## src/hw/lsq_pkg.sv

```systemverilog
package lsq_pkg;

  // byte address, [1:0] offset in bank, [4:2] start bank
  typedef logic [11:0] addr_t;
  typedef logic [2:0]  bank_t;
  typedef logic [7:0]  bank_mask_t;
  typedef logic [3:0]  ben_t;
  // log2 of the byte count
  typedef logic [1:0]  size_t;
  typedef logic [63:0] sdata_t;
  // three consecutive 4 byte banks
  typedef logic [95:0] line_data_t;

  typedef struct packed {
    addr_t  addr;
    size_t  size;
    sdata_t data;
  } store_t;

  typedef struct packed {
    addr_t      addr;
    bank_t      start_bank;
    bank_t      end_bank;
    ben_t       bgn_ben;
    ben_t       end_ben;
    line_data_t data;
  } cache_wr_t;

  // banks touched by a store, start through end, wrapping past bank 7
  function automatic bank_mask_t bank_span(input addr_t addr, input size_t size);
    logic [3:0] last;
    bank_mask_t mask;
    bank_t      bank;
    last = {2'b00, addr[1:0]} + (4'd1 << size) - 4'd1;
    mask = '0;
    bank = addr[4:2];
    for (int i = 0; i < 3; i++) begin
      if (i <= int'(last[3:2])) begin
        mask[bank] = 1'b1;
      end
      bank = bank + 3'd1;
    end
    return mask;
  endfunction

endpackage
```

## src/hw/store_drain.sv

```systemverilog
`timescale 1ns/100ps

module store_drain import lsq_pkg::*; #(
  parameter int BUF_DEPTH = 4
) (
  input  logic      clk,
  input  logic      arst_n,
  input  logic      st_req,
  output logic      st_ack,
  input  store_t    st_in,
  input  logic      st_stall,
  output cache_wr_t st0_wr,
  output logic      st0_en,
  output cache_wr_t st1_wr,
  output logic      st1_en
);

  store_t head;
  logic   head_valid;
  store_t next;
  logic   next_valid;
  logic   pop1;
  logic   pop2;
  store_t lane0_st;
  logic   lane0_en;
  store_t lane1_st;
  logic   lane1_en;

  store_buffer #(
    .BUF_DEPTH(BUF_DEPTH)
  ) u_buffer (
    .clk       (clk),
    .arst_n    (arst_n),
    .st_req    (st_req),
    .st_ack    (st_ack),
    .st_in     (st_in),
    .head      (head),
    .head_valid(head_valid),
    .next      (next),
    .next_valid(next_valid),
    .pop1      (pop1),
    .pop2      (pop2)
  );

  store_pair u_pair (
    .clk       (clk),
    .arst_n    (arst_n),
    .st_stall  (st_stall),
    .head      (head),
    .head_valid(head_valid),
    .next      (next),
    .next_valid(next_valid),
    .pop1      (pop1),
    .pop2      (pop2),
    .lane0_st  (lane0_st),
    .lane0_en  (lane0_en),
    .lane1_st  (lane1_st),
    .lane1_en  (lane1_en)
  );

  // lane 0 always carries the older store
  store_lane u_lane0 (
    .clk     (clk),
    .arst_n  (arst_n),
    .st_stall(st_stall),
    .st      (lane0_st),
    .en      (lane0_en),
    .wr      (st0_wr),
    .wr_en   (st0_en)
  );

  store_lane u_lane1 (
    .clk     (clk),
    .arst_n  (arst_n),
    .st_stall(st_stall),
    .st      (lane1_st),
    .en      (lane1_en),
    .wr      (st1_wr),
    .wr_en   (st1_en)
  );

endmodule

```

## src/hw/store_lane.sv

```systemverilog
`timescale 1ns/100ps

module store_lane import lsq_pkg::*; (
  input  logic      clk,
  input  logic      arst_n,
  input  logic      st_stall,
  input  store_t    st,
  input  logic      en,
  output cache_wr_t wr,
  output logic      wr_en
);

  logic [1:0] offset;
  logic [3:0] nbytes;
  // last byte relative to the start bank, up to 10
  logic [3:0] last;
  bank_t      start_bank;
  bank_t      end_bank;
  ben_t       bgn_ben;
  ben_t       end_ben;
  line_data_t line;
  cache_wr_t  wr_d;

  assign offset     = st.addr[1:0];
  assign nbytes     = 4'd1 << st.size;
  assign last       = {2'b00, offset} + nbytes - 4'd1;
  assign start_bank = st.addr[4:2];
  assign end_bank   = start_bank + bank_t'(last[3:2]);

  // begin bank covers offset up to min(last, 3)
  always_comb begin
    for (int i = 0; i < 4; i++) begin
      bgn_ben[i] = (i >= int'(offset)) && (i <= int'(last));
    end
  end

  always_comb begin
    if (last[3:2] != 2'b00) begin
      for (int i = 0; i < 4; i++) begin
        end_ben[i] = (i <= int'(last[1:0]));
      end
    end else begin
      end_ben = bgn_ben;
    end
  end

  // data moved to its byte lane in the start bank
  assign line = line_data_t'(st.data) << {offset, 3'b000};

  always_comb begin
    wr_d.addr       = st.addr;
    wr_d.start_bank = start_bank;
    wr_d.end_bank   = end_bank;
    wr_d.bgn_ben    = bgn_ben;
    wr_d.end_ben    = end_ben;
    wr_d.data       = line;
  end

  always_ff @(posedge clk or negedge arst_n) begin
    if (!arst_n) begin
      wr_en <= 1'b0;
    end else if (!st_stall) begin
      wr_en <= en;
    end
  end

  always_ff @(posedge clk) begin
    if (!st_stall) begin
      wr <= wr_d;
    end
  end

endmodule

```

## src/hw/store_pair.sv

```systemverilog
`timescale 1ns/100ps

module store_pair import lsq_pkg::*; (
  input  logic   clk,
  input  logic   arst_n,
  input  logic   st_stall,
  input  store_t head,
  input  logic   head_valid,
  input  store_t next,
  input  logic   next_valid,
  output logic   pop1,
  output logic   pop2,
  output store_t lane0_st,
  output logic   lane0_en,
  output store_t lane1_st,
  output logic   lane1_en
);

  bank_mask_t head_span;
  bank_mask_t next_span;
  logic       disjoint;
  logic       take_head;
  logic       take_next;

  assign head_span = bank_span(head.addr, head.size);
  assign next_span = bank_span(next.addr, next.size);
  assign disjoint  = ((head_span & next_span) == '0);

  // second port only when no bank is shared with the older store
  assign take_head = head_valid;
  assign take_next = head_valid && next_valid && disjoint;

  assign pop1 = take_head && !st_stall;
  assign pop2 = take_next && !st_stall;

  always_ff @(posedge clk or negedge arst_n) begin
    if (!arst_n) begin
      lane0_en <= 1'b0;
      lane1_en <= 1'b0;
    end else if (!st_stall) begin
      lane0_en <= take_head;
      lane1_en <= take_next;
    end
  end

  always_ff @(posedge clk) begin
    if (!st_stall) begin
      lane0_st <= head;
      lane1_st <= next;
    end
  end

endmodule

```

## src/hw/store_buffer.sv

```systemverilog
`timescale 1ns/100ps

module store_buffer import lsq_pkg::*; #(
  parameter int BUF_DEPTH = 4
) (
  input  logic   clk,
  input  logic   arst_n,
  input  logic   st_req,
  output logic   st_ack,
  input  store_t st_in,
  output store_t head,
  output logic   head_valid,
  output store_t next,
  output logic   next_valid,
  input  logic   pop1,
  input  logic   pop2
);

  localparam int PTR_W = (BUF_DEPTH > 1) ? $clog2(BUF_DEPTH) : 1;
  localparam int CNT_W = $clog2(BUF_DEPTH + 1);

  typedef enum logic {
    HS_IDLE,
    HS_ACKED
  } hs_state_t;

  hs_state_t        hs_state;
  store_t           mem [BUF_DEPTH];
  logic [PTR_W-1:0] wr_ptr;
  logic [PTR_W-1:0] rd_ptr;
  logic [PTR_W-1:0] nxt_ptr;
  logic [CNT_W-1:0] count;
  logic             full;
  logic             push;

  // pointer step with wrap at the buffer end
  function automatic logic [PTR_W-1:0] ptr_inc(input logic [PTR_W-1:0] p);
    if (p == PTR_W'(BUF_DEPTH - 1)) begin
      return '0;
    end
    return p + PTR_W'(1);
  endfunction

  assign full       = (count == CNT_W'(BUF_DEPTH));
  assign push       = (hs_state == HS_IDLE) && st_req && !full;
  assign st_ack     = (hs_state == HS_ACKED);

  assign nxt_ptr    = ptr_inc(rd_ptr);
  assign head       = mem[rd_ptr];
  assign next       = mem[nxt_ptr];
  assign head_valid = (count != '0);
  assign next_valid = (count > CNT_W'(1));

  // four-phase receiver
  always_ff @(posedge clk or negedge arst_n) begin
    if (!arst_n) begin
      hs_state <= HS_IDLE;
    end else begin
      case (hs_state)
        HS_IDLE: begin
          if (push) begin
            hs_state <= HS_ACKED;
          end
        end
        HS_ACKED: begin
          if (!st_req) begin
            hs_state <= HS_IDLE;
          end
        end
        default: hs_state <= HS_IDLE;
      endcase
    end
  end

  always_ff @(posedge clk or negedge arst_n) begin
    if (!arst_n) begin
      wr_ptr <= '0;
      rd_ptr <= '0;
      count  <= '0;
    end else begin
      if (push) begin
        wr_ptr <= ptr_inc(wr_ptr);
      end
      // pop2 only comes with pop1
      if (pop2) begin
        rd_ptr <= ptr_inc(nxt_ptr);
      end else if (pop1) begin
        rd_ptr <= nxt_ptr;
      end
      count <= count + CNT_W'(push) - CNT_W'(pop1) - CNT_W'(pop2);
    end
  end

  always_ff @(posedge clk) begin
    if (push) begin
      mem[wr_ptr] <= st_in;
    end
  end

endmodule

```

## config.mk

```make
export PLATFORM = sky130hd
export DESIGN_NAME = store_drain
export DESIGN_NICKNAME = d
export VERILOG_FILES = /design/src/hw/lsq_pkg.sv /design/src/hw/store_drain.sv /design/src/hw/store_lane.sv /design/src/hw/store_pair.sv /design/src/hw/store_buffer.sv
export SDC_FILE = /design/constraint.sdc
export NUM_CORES = 1
export LEC_CHECK = 0
export BUFFER_PORTS_ARGS = -buffer_cell sky130_fd_sc_hd__buf_2
export CORE_MARGIN = 2
export CORE_UTILIZATION = 59
export CTS_CLUSTER_DIAMETER = 200
export DETAILED_ROUTE_END_ITERATION = 8
export PLACE_DENSITY = 0.82
export REMOVE_ABC_BUFFERS = 1
export SETUP_SLACK_MARGIN = 0.15
export SYNTH_ARGS = -nofsm -noshare
export SYNTH_HDL_FRONTEND = slang
export SYNTH_HIERARCHICAL = 1
export SYNTH_SLANG_ARGS = --single-unit
export TNS_END_PERCENT = 10
```

## constraint.sdc

```tcl
create_clock -name clk -period 6.4 [get_ports clk]
set_clock_uncertainty 0.05 [all_clocks]
set_input_delay 1.28 -clock clk [delete_from_list [all_inputs] [get_ports clk]]
set_output_delay 1.28 -clock clk [all_outputs]
set_load 0.01 [all_outputs]
```

# Yosys cells after proc, flatten, opt, wreduce, memory -nomap -nowiden

Memories as Yosys holds them, arrays and structs flattened.
Cells that the tools add are included.

Shift-type cells: 6
Multiplexer cells: 35
Magnitude comparators: 35
Reductions and logical operators: 23
Eq/ne operators: 4
$add $sub $neg: 20
Bitwise logic cells: 6

Operators with widths:

| cell                                                              | number |
|---|---|
| left shift 64 x 5 -> 96 bit                                       | 2 |
| two-way mux 8 bit                                                 | 4 |
| bitwise OR 8 bit                                                  | 4 |
| less-than comparator 3 x 4 -> 1 bit, second input constant        | 6 |
| demux 1 bit (select 3 bit)                                        | 6 |
| greater-or-equal comparator 3 x 1 -> 1 bit, second input constant | 6 |
| adder 2 x 4 -> 4 bit                                              | 4 |
| <= comparator 2 x 4 -> 1 bit, first input constant                | 4 |
| logical AND 1 bit                                                 | 16 |
| two-way mux 2 bit                                                 | 8 |
| left shift 1 x 2 -> 4 bit, first input constant                   | 4 |
| subtractor 4 x 1 -> 4 bit, second input constant                  | 4 |
| two-way mux 1 bit                                                 | 14 |
| adder 3 x 1 -> 3 bit, second input constant                       | 4 |
| <= comparator 2 bit, first input constant                         | 6 |
| AND 8 bit                                                         | 1 |
| greater-or-equal comparator 1 x 2 -> 1 bit, first input constant  | 4 |
| <= comparator 1 x 2 -> 1 bit, first input constant                | 4 |
| <= comparator 1 x 4 -> 1 bit, first input constant                | 2 |
| zero test 8 bit                                                   | 1 |
| two-way mux 4 bit                                                 | 2 |
| adder 2 x 1 -> 2 bit, second input constant                       | 3 |
| adder 3 x 2 -> 3 bit                                              | 2 |
| == test 2 bit, second input constant                              | 3 |
| other kinds (10)                                                  | 15 |

Word-level logic and storage cells: 158
Memories kept: 1
Bits in registers: 412
Memory bits (writable): 312
Input port bits: 82
Output and inout bits: 247

Memories:

| memory       | words | width | rd ports | clocked after Yosys merged registers in | wr ports | RTL line           | text |
|---|---|---|---|---|---|---|---|
| u_buffer.mem | 4     | 78    | 2        | 0                                       | 1        | store_buffer.sv:28 | `store_t mem [BUF_DEPTH];` |

# Longest topological paths before layout

Gate-level depths: netlist (run 1).
An unclocked memory read counts as a cell.

Depth after elaboration: 20
Depth in mapped cells: 21
Depth with buffers taken out: 19

# Modules after synthesis

Netlist (run 1), hierarchy kept.

Modules (own cells, without submodules):

| module       | seq. area each (um^2) | cells an instance | instances | area an instance (um^2) |
|---|---|---|---|---|
| store_buffer | 9569.2                | 552               | 1         | 13608.1 |
| store_lane   | 3358.2                | 320               | 2         | 5086.1 |
| store_pair   | 4734.5                | 294               | 1         | 5721.7 |

# Least setup slack after synthesis (run 1)

No wires, ideal clock.

Path kind: register -> register
Start point: register u_buffer.rd_ptr[0]
End point: register u_buffer.count[2]
Arrival: 5.077 ns
Library setup time: 0.080 ns
Buffers on the path: 2
Path slack: 1.193 ns
Period minus slack after synthesis: 5.207 ns
Stages on the path, launching flop included: 21
Cells stage by stage: dfrtp_1 ha_1 clkbuf_1 clkbuf_1 mux4_2 nand2b_1 ha_1 o21bai_1 fa_1 xnor2_2 a21oi_1 a32o_1 a221oi_1 nor2_1 nor3_1 fa_1 inv_1 ha_1 ha_1 xnor2_1 xnor2_1

RTL lines:

| what                   | RTL line           | text |
|---|---|---|
| start, declared        | store_buffer.sv:30 | `logic [PTR_W-1:0] rd_ptr;` |
| start signal, assigned | store_buffer.sv:86 | `rd_ptr <= ptr_inc(nxt_ptr);` |
| start signal, assigned | store_buffer.sv:88 | `rd_ptr <= nxt_ptr;` |
| end signal, assigned   | store_buffer.sv:90 | `count <= count + CNT_W'(push) - CNT_W'(pop1) - CNT_W'(pop2);` |
| end, declared          | store_buffer.sv:32 | `logic [CNT_W-1:0] count;` |

==> run_results.csv, run 1 <==
group,metric,value,unit
timing,setup_viol,0,
place,placed_cell_area,0.0315,sq mm
timing,tightest_slew,1.06,ns
critical_path,reg2reg_from,"u_buffer/rd_ptr[1]",
yosys,dominantRegCellSynth,"edfxtp_1",
cts,clkTransAtPathRegs,0.06,ns
route,vias,15760,
global_routing,grt_pass1_vias,15879,
worst_hold_path,worst_hold_path_type,"reg -> reg",
die,pin_count,329,
yosys,synth_edf_count,690,
global_routing,grt_max_degree,107,
yosys,synth-seq-cells,702,
die,die_w,228,um
global_routing,grt.total_usage,0.262,
status,status,"complete, no violations",
critical_path,path_common_cell,"ha_1",
yosys,syn-cell-area,0.0295,sq mm
place,dp.cells,2394,
global_routing,antenna_found_initial,18,
die,die_h,228,um
critical_path,crit_path_start,"u_buffer/rd_ptr[1]",
critical_path,required,6.85,ns
route,dr.pass1.iters,5,
timing,period_share,0.917,
die,coreArea,0.0492,sq mm
die,row_count,81,
route,vias_per_cell,6.24,
cts,cts.sinks,702,
worst_hold_path,min-delay-start,"u_pair/lane1_st[74]",
timing,drv_slew,0,
critical_path,cp-start-kind,"flip-flop",
timing,whs,0.374,ns
layout,fin_cells,2525,
cts,clk_latency,0.60,ns
layout,multiInputGateArea,0.00775,sq mm
cts,cts_inserted_buffers,69,
layout,postLayoutCellArea,0.0338,sq mm
timing,slew_headroom,0.297,
layout,final_nets,1913,
cts,post_cts_buffers,0,
die,dieArea,0.0518,sq mm
cts,h-tree-depth,3,
global_routing,gr-total-overflow,0,
timing,max_freq,170,MHz
yosys,synth.top_cell.area_share,0.702,
route,wl_per_cell,26.4,um
layout,fillers,3052,
global_routing,grt_pass1_wl,98600,um
route,drt-total-wl,66600,um
critical_path,crit_fanout,30,
yosys,synth_seq_area_share,0.712,
layout,syn2layout_area_growth,14.4,%
cts,cts_tree,"done",
critical_path,worstPathArrival,6.32,ns
yosys,syn_inst,1486,
place,io_buffers,312,
layout,regArea,0.0210,sq mm
route,first_iter_violations,1631,
place,place_congestion,0.858,
yosys,synth-async-reset-ratio,0.0171,
critical_path,endpoint_kind,"flip-flop",
critical_path,cp_cell_sequence,"ha_4, nor2_4, mux4_2, nand2b_1, ha_1, o21bai_1, fa_1, xnor2_2, a21oi_1, a31oi_1, nor2_1, o32a_1, nor3_2, fa_1, inv_1, ha_1, ha_1, xnor2_1, xnor2_1",
yosys,synth_area_leaders,"edfxtp_1, mux4_2, mux2i_1",
layout,fin_util,0.687,
place,hpwlAfterDp,42100,um
cts,root_buffer,"clkbuf_16",
layout,drive_above_1_share,0.333,
timing,finalSetupTns,0,ns
timing,rsz0062_at_grt,"no",
yosys,ys_types,69,
critical_path,critPathMaxStageDelay,0.68,ns
power_and_ir_drop,p_leak,12.3,nW
critical_path,cp_slowest_cell,"dfrtp_4",
power_and_ir_drop,ir_worst_vdd,0.319,mV
yosys,avgSynthCellArea,19.9,sq um
timing,hold_violations,0,
flow_run,maxCapViolations,0,
die,start_util,0.600,
route,drtAntennaViolNets,0,
yosys,synth_top_area_cell,"edfxtp_1",
yosys,yosys_warnings,6,
power_and_ir_drop,power.density,543,mW/mm^2
cts,cts.path.max_buffers,3,
route,drc,0,
timing,period_needed,5.87,ns
critical_path,critPathKind,"reg -> reg",
## metal layers
| metal | global-route usage | part of all wire |
|---|---|---|
| met1 | 0.347 | 0.37 |
| met4 | 0.110 | 0.032 |
| met2 | 0.435 | 0.51 |
| met5 | 0 | 0.0012 |
| met3 | 0.0487 | 0.091 |
## Yosys cell counts (all sizes together), types with 5 or more instances
cell type	n
nor2	45
a21oi	9
and2	20
clkbuf	28
fa	7
and3	17
nand2b	6
nand3b	5
o21ai	5
a31oi	11
mux4	156
inv	35
nor3	7
edfxtp	690
nor2b	18
xnor2	10
nand2	7
o2bb2ai	30
xor2	6
ha	23
buf	78
mux2i	195
dfrtp	12
## stage by stage
| step | setup slack (ns) | total power, mW |
|---|---|---|
| 3_3_place_gp | 0.553 | 14.0 |
| 4_1_cts | 0.352 | 18.3 |
| 3_5_place_dp | 0.364 | 14.3 |
| 2_1_floorplan | -3.19 | 12.2 |
| 6_report | 0.534 | 18.3 |
| 5_1_grt | 0.227 | 19.2 |
## worst max-delay path: cells and delay by family (launching register included)
| family | cells | cell delay, ns |
|---|---|---|
| buffers and inverters | 1 | 0.08 |
| DFF | 1 | 0.68 |
| xor gates and xnor gates | 3 | 0.68 |
| AOI/OAI and AO/OA | 4 | 1.01 |
| and+or+nand+nor | 4 | 0.86 |
| muxes | 1 | 0.64 |
| adders and majority gates | 6 | 1.78 |
## power by group
part	total [mW]	internal, mW	switching [mW]
Sequential	7.43	6.82	0.616
Combinational	6.86	2.94	3.92
Clock	4.04	2.39	1.65
Total	18.3	12.1	6.19
## layout make-up
class                           instances  area share
Timing Repair Buffer                  336      0.0516
Tap cell                              664      0.0246
Inverter                               37     0.00441
Clock buffer                           84      0.0541
Multi-Input combinational cell        655       0.230
Sequential cell                       702       0.623
Antenna cell                           12    0.000890
Clock inverter                         35      0.0119
## registers in the layout (all words and copies together) (netlist names)
signal and flops:
u_pair/lane1_en 1, u_buffer/count 3, u_buffer/st_ack 1, u_lane1/wr_en 1, u_pair/lane1_st 78, u_lane0/wr_en 1, u_buffer/wr_ptr 2, u_lane0/wr 111
u_buffer/mem 312, u_buffer/rd_ptr 2, u_pair/lane0_en 1, u_lane1/wr 111, u_pair/lane0_st 78
## worst paths after layout
kind	slack, ns	to	depth (start not counted)
max in group asynchronous	5.47	u_buffer/rd_ptr[0]	1
max reg2reg	0.53	u_buffer/count[2]	19
min in group asynchronous	0.52	u_buffer/wr_ptr[0]	1
min reg2reg	0.37	u_lane1/wr[118]	0
min	0.37	u_lane1/wr[118]	0
max	0.53	u_buffer/count[2]	19
## timing repair
action / in CTS / in global routing
hold buffers: 0 / 0
resized for setup: 0 / 1
endpoints found under the setup margin: 0 / 1
## cell usage in the layout (no fill, tap or decap), types with 17 or more instances in the layout
| cell type | n |
|---|---|
| mux2i_1 | 195 |
| o2bb2ai_1 | 30 |
| buf_2 | 312 |
| and3_1 | 17 |
| ha_1 | 22 |
| inv_1 | 30 |
| nor2_1 | 42 |
| buf_4 | 24 |
| edfxtp_1 | 690 |
| mux4_2 | 156 |
| clkbuf_16 | 71 |
## logic make-up (layout without fill, tap and decap cells)
family,after synthesis,count (layout),synth area share
other cells,2,28,0.000255
flops,702,702,0.712
compound gates,96,96,0.0254
buf+inv,143,492,0.0277
xor+xnor,18,18,0.00691
mux,355,355,0.187
simple gates,140,140,0.0260
fa+ha+maj,30,30,0.0145
No activity file was read; power rests on OpenSTA's default activity.
==> run 2: changes to the inputs <==
--- a/config.mk
+++ b/config.mk
@@ -5,12 +5,13 @@
 export SDC_FILE = /design/constraint.sdc
 export NUM_CORES = 1
 export LEC_CHECK = 0
+export ABC_CLOCK_PERIOD_IN_PS = 6400
 export BUFFER_PORTS_ARGS = -buffer_cell sky130_fd_sc_hd__buf_2
 export CORE_MARGIN = 2
-export CORE_UTILIZATION = 59
+export CORE_UTILIZATION = 45
 export CTS_CLUSTER_DIAMETER = 200
 export DETAILED_ROUTE_END_ITERATION = 8
-export PLACE_DENSITY = 0.82
+export PLACE_DENSITY = 0.66
 export REMOVE_ABC_BUFFERS = 1
 export SETUP_SLACK_MARGIN = 0.15
 export SYNTH_ARGS = -nofsm -noshare
==> constraint.sdc (replaced) <==
create_clock -name clk -period 6.4 [get_ports clk]
set_clock_uncertainty 0.05 [all_clocks]
set_input_delay 0 -clock clk [delete_from_list [all_inputs] [get_ports clk]]
set_output_delay 0 -clock clk [all_outputs]
set_load 0.01 [all_outputs]
==> run_results.csv, run 2 (synthesis results as in run 1) <==
group,metric,value,unit
cts,h-tree-depth,3,
timing,finalSetupTns,0,ns
layout,final_cell_mix,"edfxtp_1, buf_2, mux2i_1",
layout,drive_above_1_share,0.320,
flow_run,maxCapViolations,0,
die,pin_count,329,
die,start_util,0.457,
place,pre_cts_ws,0.461,ns
route,first_iter_violations,1166,
critical_path,worst_r2r_path_depth,19,
die,die_w,260,um
route,dr.pass1.iters,9,
layout,n_antenna_cell,0,
route,vias_per_cell,5.59,
timing,period_needed,5.85,ns
global_routing,grt.total_usage,0.204,
cts,clkTransAtPathRegs,0.06,ns
layout,largest_reg_flops,312,
layout,largest_register,"u_buffer/mem",
timing,hold_violations,0,
layout,final_common_cell,"edfxtp_1",
place,io_buffers,312,
critical_path,cp_cell_sequence,"ha_4, nor2_4, mux4_2, nand2b_1, ha_1, o21bai_1, fa_1, xnor2_2, a21oi_1, a32o_1, a221oi_1, nor2_1, nor3_2, fa_1, inv_1, ha_1, ha_1, xnor2_1, xnor2_1",
cts,cts_inserted_buffers,74,
worst_hold_path,hold_path_end,"u_buffer/mem[3][71]",
route,drt-total-wl,69500,um
route,wl_per_cell,24.9,um
layout,postLayoutCellArea,0.0349,sq mm
route,drc,0,
layout,reg_top3,"u_buffer/mem: 312 flops, u_lane0/wr: 111 flops, u_lane1/wr: 111 flops",
timing,max_freq,171,MHz
critical_path,required,6.85,ns
critical_path,worst_r2r_endpoint,"u_buffer/count[2]",
critical_path,endpoint_kind,"flip-flop",
timing,setup_viol,0,
timing,slew_headroom,0.275,
critical_path,critPathKind,"reg -> reg",
timing,drv_slew,0,
layout,final_nets,2001,
global_routing,grt_pass1_wl,102000,um
timing,worst_slack,0.554,ns
critical_path,crit_fanout,25,
timing,period_share,0.913,
layout,fin_util,0.540,
die,coreArea,0.0646,sq mm
timing,tightest_slew,1.09,ns
die,dieArea,0.0676,sq mm
power_and_ir_drop,p_leak,12.7,nW
power_and_ir_drop,power,18.4,mW
place,place_congestion,0.856,
power_and_ir_drop,power.density,529,mW/mm^2
critical_path,reg2reg_from,"u_buffer/rd_ptr[1]",
global_routing,antenna_found_initial,4,
cts,cts_tree,"done",
critical_path,rrSetupSlack,0.55,ns
critical_path,worstPathArrival,6.30,ns
cts,root_buffer,"clkbuf_16",
place,hpwlAfterDp,43100,um
route,vias,15622,
die,die_h,260,um
critical_path,path_common_cell,"ha_1",
worst_hold_path,worst_hold_path_type,"in -> reg",
power_and_ir_drop,ir_worst_vdd,0.377,mV
critical_path,cp-start-kind,"flip-flop",
cts,clk_latency,0.61,ns
route,drtAntennaViolNets,0,
place,placed_cell_area,0.0318,sq mm
critical_path,cp_slowest_cell,"dfrtp_4",
global_routing,gr-total-overflow,0,
die,row_count,93,
status,status,"complete, no violations",
timing,rsz0062_at_grt,"no",
worst_hold_path,whs_path_depth,2,
layout,syn2layout_area_growth,18.2,%
worst_hold_path,min-delay-start,"st_in[71]",
cts,cts.sinks,702,
global_routing,grt_max_degree,81,
global_routing,grt_pass1_vias,16354,
cts,cts.path.max_buffers,3,
critical_path,critPathMaxStageDelay,0.65,ns
-- run 2: timing repair --
action	CTS	global route
endpoints found under the hold margin	332	0
resized for setup	0	2
endpoints found under the setup margin	0	1
buffers inserted	0	0
hold buffers	82	0
-- run 2: how the worst max path moves through the flow --
stage                        from                end  slack (ns)
2_1_floorplan  u_buffer/rd_ptr[0]  u_buffer/count[2]       -3.19
3_3_place_gp   u_buffer/rd_ptr[1]  u_buffer/count[2]        0.66
3_5_place_dp   u_buffer/rd_ptr[1]  u_buffer/count[2]        0.46
4_1_cts        u_buffer/rd_ptr[1]  u_buffer/count[2]        0.44
5_1_grt        u_buffer/rd_ptr[1]  u_buffer/count[2]        0.30
6_report       u_buffer/rd_ptr[1]  u_buffer/count[2]        0.55
-- run 2: per-layer routing --
metal | track usage | part of all wire | vias to the layer above
met2 | 0.354 | 0.51 | 568
met1 | 0.264 | 0.40 | 8082
met5 | 0 | 0.00053 | -
met3 | 0.0347 | 0.059 | 129
li1 | - | - | 6837
met4 | 0.0647 | 0.028 | 6
-- run 2: final cells by class --
cell class                      instances  area, sq um
Fill cell                            5099        29700
Sequential cell                       702        21000
Multi-Input combinational cell        655         7760
Timing Repair Buffer                  419         2610
Clock buffer                           94         1980
Tap cell                              855         1070
Clock inverter                         34          280
Inverter                               37          154
-- run 2: stage by stage --
step	hold slack, ns	cells
after floorplan	-0.346	1394
after global placement	-0.137	2585
after detailed placement	-0.123	2585
after CTS	0.0646	2795
after global routing	0.0916	2796
final	0.0927	2796
-- run 2: critical path: cells and delay by family, from the launching register on --
family | cells | cell delay [ns]
AOI/OAI and AO/OA | 4 | 1.05
xor gates and xnor gates | 3 | 0.67
adders and majority gates | 6 | 1.71
buffers and inverters | 1 | 0.07
DFF | 1 | 0.65
muxes | 1 | 0.65
and+or+nand+nor | 4 | 0.93
-- run 2: report_power, final --
part	leakage, nW	internal (mW)	switching [mW]
Combinational	4.94	2.99	4.01
Clock	1.09	2.34	1.69
Sequential	6.70	6.81	0.587
==> run 3: changes to the inputs <==
--- a/config.mk
+++ b/config.mk
@@ -12,7 +12,6 @@
 export CTS_CLUSTER_DIAMETER = 200
 export DETAILED_ROUTE_END_ITERATION = 8
 export PLACE_DENSITY = 0.66
-export REMOVE_ABC_BUFFERS = 1
 export SETUP_SLACK_MARGIN = 0.15
 export SYNTH_ARGS = -nofsm -noshare
 export SYNTH_HDL_FRONTEND = slang
==> run_results.csv, run 3 (synthesis results as in run 1) <==
group,metric,value,unit
global_routing,grt.total_usage,0.225,
layout,reg_top3,"u_buffer/mem: 312 flops, u_lane0/wr: 111 flops, u_lane1/wr: 111 flops",
layout,largest_reg_flops,312,
critical_path,cp_cell_sequence,"buf_4, mux4_2, nand2b_1, ha_1, o21bai_1, fa_1, xor2_2, o211ai_1, a2111oi_1, a221oi_1, nor2_1, nor3_2, fa_1, inv_1, ha_1, ha_1, xnor2_1, xnor2_1",
power_and_ir_drop,pwr-share-comb,0.379,
place,dp.cells,2585,
critical_path,cp-start-kind,"flip-flop",
place,io_buffers,312,
flow_run,maxCapViolations,0,
timing,tightest_slew,1.04,ns
layout,largest_register,"u_buffer/mem",
die,row_count,93,
die,dieArea,0.0676,sq mm
global_routing,use_met3,0.0424,
power_and_ir_drop,p_sw_frac,0.355,
route,first_iter_violations,1758,
layout,final_common_cell,"edfxtp_1",
timing,period_needed,5.76,ns
route,wl_per_cell,27.1,um
die,die_w,260,um
power_and_ir_drop,internal_power,12.3,mW
layout,regArea,0.0210,sq mm
timing,max_freq,174,MHz
layout,drive_above_1_share,0.322,
timing,period_share,0.900,
cts,cts.sinks,702,
layout,multiInputGateArea,0.00775,sq mm
power_and_ir_drop,pwr-share-clk,0.221,
global_routing,grt_pass1_wl,109000,um
cts,root_buffer,"clkbuf_16",
power_and_ir_drop,p_leak,12.8,nW
route,drc,0,
layout,final_nets,2001,
layout,fin_cells,2805,
route,dr.pass1.iters,6,
critical_path,rrSetupSlack,0.64,ns
layout,syn2layout_area_growth,18.5,%
timing,setup_viol,0,
power_and_ir_drop,p_sw,6.73,mW
critical_path,cp_slowest_cell,"a2111oi_1",
route,drt-total-wl,76100,um
route,vias_per_cell,5.67,
timing,finalSetupTns,0,ns
route,vias,15901,
cts,cts_inserted_buffers,75,
critical_path,cp_top_family,"adder cells",
timing,rsz0062_at_grt,"no",
worst_hold_path,worst_hold_path_type,"in -> reg",
die,die_h,260,um
die,pin_count,329,
layout,fillers,5053,
global_routing,gr-total-overflow,0,
cts,cts_tree,"done",
timing,slew_headroom,0.310,
critical_path,worstPathArrival,6.23,ns
route,drtAntennaViolNets,0,
power_and_ir_drop,power.density,544,mW/mm^2
cts,post_cts_buffers,0,
critical_path,endpoint_kind,"flip-flop",
die,coreArea,0.0646,sq mm
power_and_ir_drop,seq_power_share,0.400,
global_routing,grt_max_degree,87,
cts,clk_latency,0.61,ns
critical_path,critPathMaxStageDelay,0.68,ns
critical_path,required,6.86,ns
cts,h-tree-depth,3,
power_and_ir_drop,power,19.0,mW
critical_path,crit_fanout,25,
place,hpwlAfterDp,51300,um
timing,hold_violations,0,
critical_path,critPathKind,"reg -> reg",
critical_path,path_buf_inv,2,
power_and_ir_drop,ir_worst_vdd,0.307,mV
global_routing,grtUsageMet1,0.316,
global_routing,antenna_found_initial,10,
global_routing,busiest_layer,"met2",
cts,clkTransAtPathRegs,0.07,ns
status,status,"complete, no violations",
layout,final_cell_mix,"edfxtp_1, buf_2, mux2i_1",
die,start_util,0.457,
critical_path,path_common_cell,"ha_1",
place,place_congestion,0.889,
global_routing,grt_pass1_vias,16006,
global_routing,met2_usage,0.362,
timing,drv_slew,0,
cts,cts.path.max_buffers,3,
[run 3: cell types whose count changed in the layout (fill, tap and decap cells not counted), moves of 2 or more]
cell	previous run	this run
clkinv_4	0	4
inv_6	5	1
nor2b_1	14	18
nor2b_2	4	0
clkinv_2	8	11
diode_2	0	3
clkinv_1	17	15
inv_4	0	2
[run 3: power by group through the flow]
stage / clock network [mW] / logic, mW / registers, mW
finish: 4.20 / 7.20 / 7.59
global route: 4.47 / 7.68 / 7.70
CTS: 4.29 / 7.14 / 7.59
detailed placement: 0 / 7.06 / 7.67
global placement: 0 / 6.87 / 7.66
floorplan: 0 / 4.71 / 7.54
[run 3: worst reg2reg max path, cell delays in order (launching register included)]
cell and delay, ns:
dfrtp_4 0.62, buf_4 0.54, mux4_2 0.62, nand2b_1 0.10
ha_1 0.22, o21bai_1 0.17, fa_1 0.46, xor2_2 0.32
o211ai_1 0.19, a2111oi_1 0.68, a221oi_1 0.17, nor2_1 0.21
nor3_2 0.11, fa_1 0.52, inv_1 0.04, ha_1 0.17
ha_1 0.19, xnor2_1 0.16, xnor2_1 0.13
[run 3: per-layer routing]
metal	wire length, um	part of all wire
met1	31800	0.42
met2	36500	0.48
met3	6010	0.079
met4	1690	0.022
met5	102	0.0013
[run 3: per-stage QoR]
step | utilization | cell area, sq um | hold slack, ns | setup WS (ns)
final | 0.541 | 34900 | 0.0901 | 0.637
after global routing | 0.541 | 34900 | 0.0985 | 0.347
after CTS | 0.541 | 34900 | 0.0514 | 0.509
after detailed placement | 0.491 | 31700 | -0.127 | 0.554
after global placement | 0.491 | 31700 | -0.131 | 0.730
after floorplan | - | 29600 | -0.346 | 1.19
[run 3: final timing paths]
| check | to | start | depth (start not counted) |
|---|---|---|---|
| min in group asynchronous | u_buffer/rd_ptr[0] | arst_n | 3 |
| max in group asynchronous | u_buffer/rd_ptr[1] | arst_n | 3 |
| setup reg to reg | u_buffer/count[2] | u_buffer/rd_ptr[0] | 18 |
| hold / removal | u_buffer/mem[2][76] | st_in[76] | 2 |
| hold reg to reg | u_lane0/wr[116] | u_pair/lane0_st[72] | 0 |
| setup / recovery | u_buffer/count[2] | u_buffer/rd_ptr[0] | 18 |
[run 3: final cells by class]
type | instances | area share
clock inverter | 40 | 0.0101
clock buffer | 95 | 0.0580
tap | 855 | 0.0306
multi-input combinational | 655 | 0.222
antenna | 3 | 0.000215
timing repair buffer | 418 | 0.0734
sequential | 702 | 0.602
inverter | 37 | 0.00426
[run 3: repair_timing]
item / CTS / global route
gates resized for setup: 0 / 2
hold buffers: 82 / 0
endpoints found under the hold margin: 332 / 0
setup endpoints to repair: 0 / 1
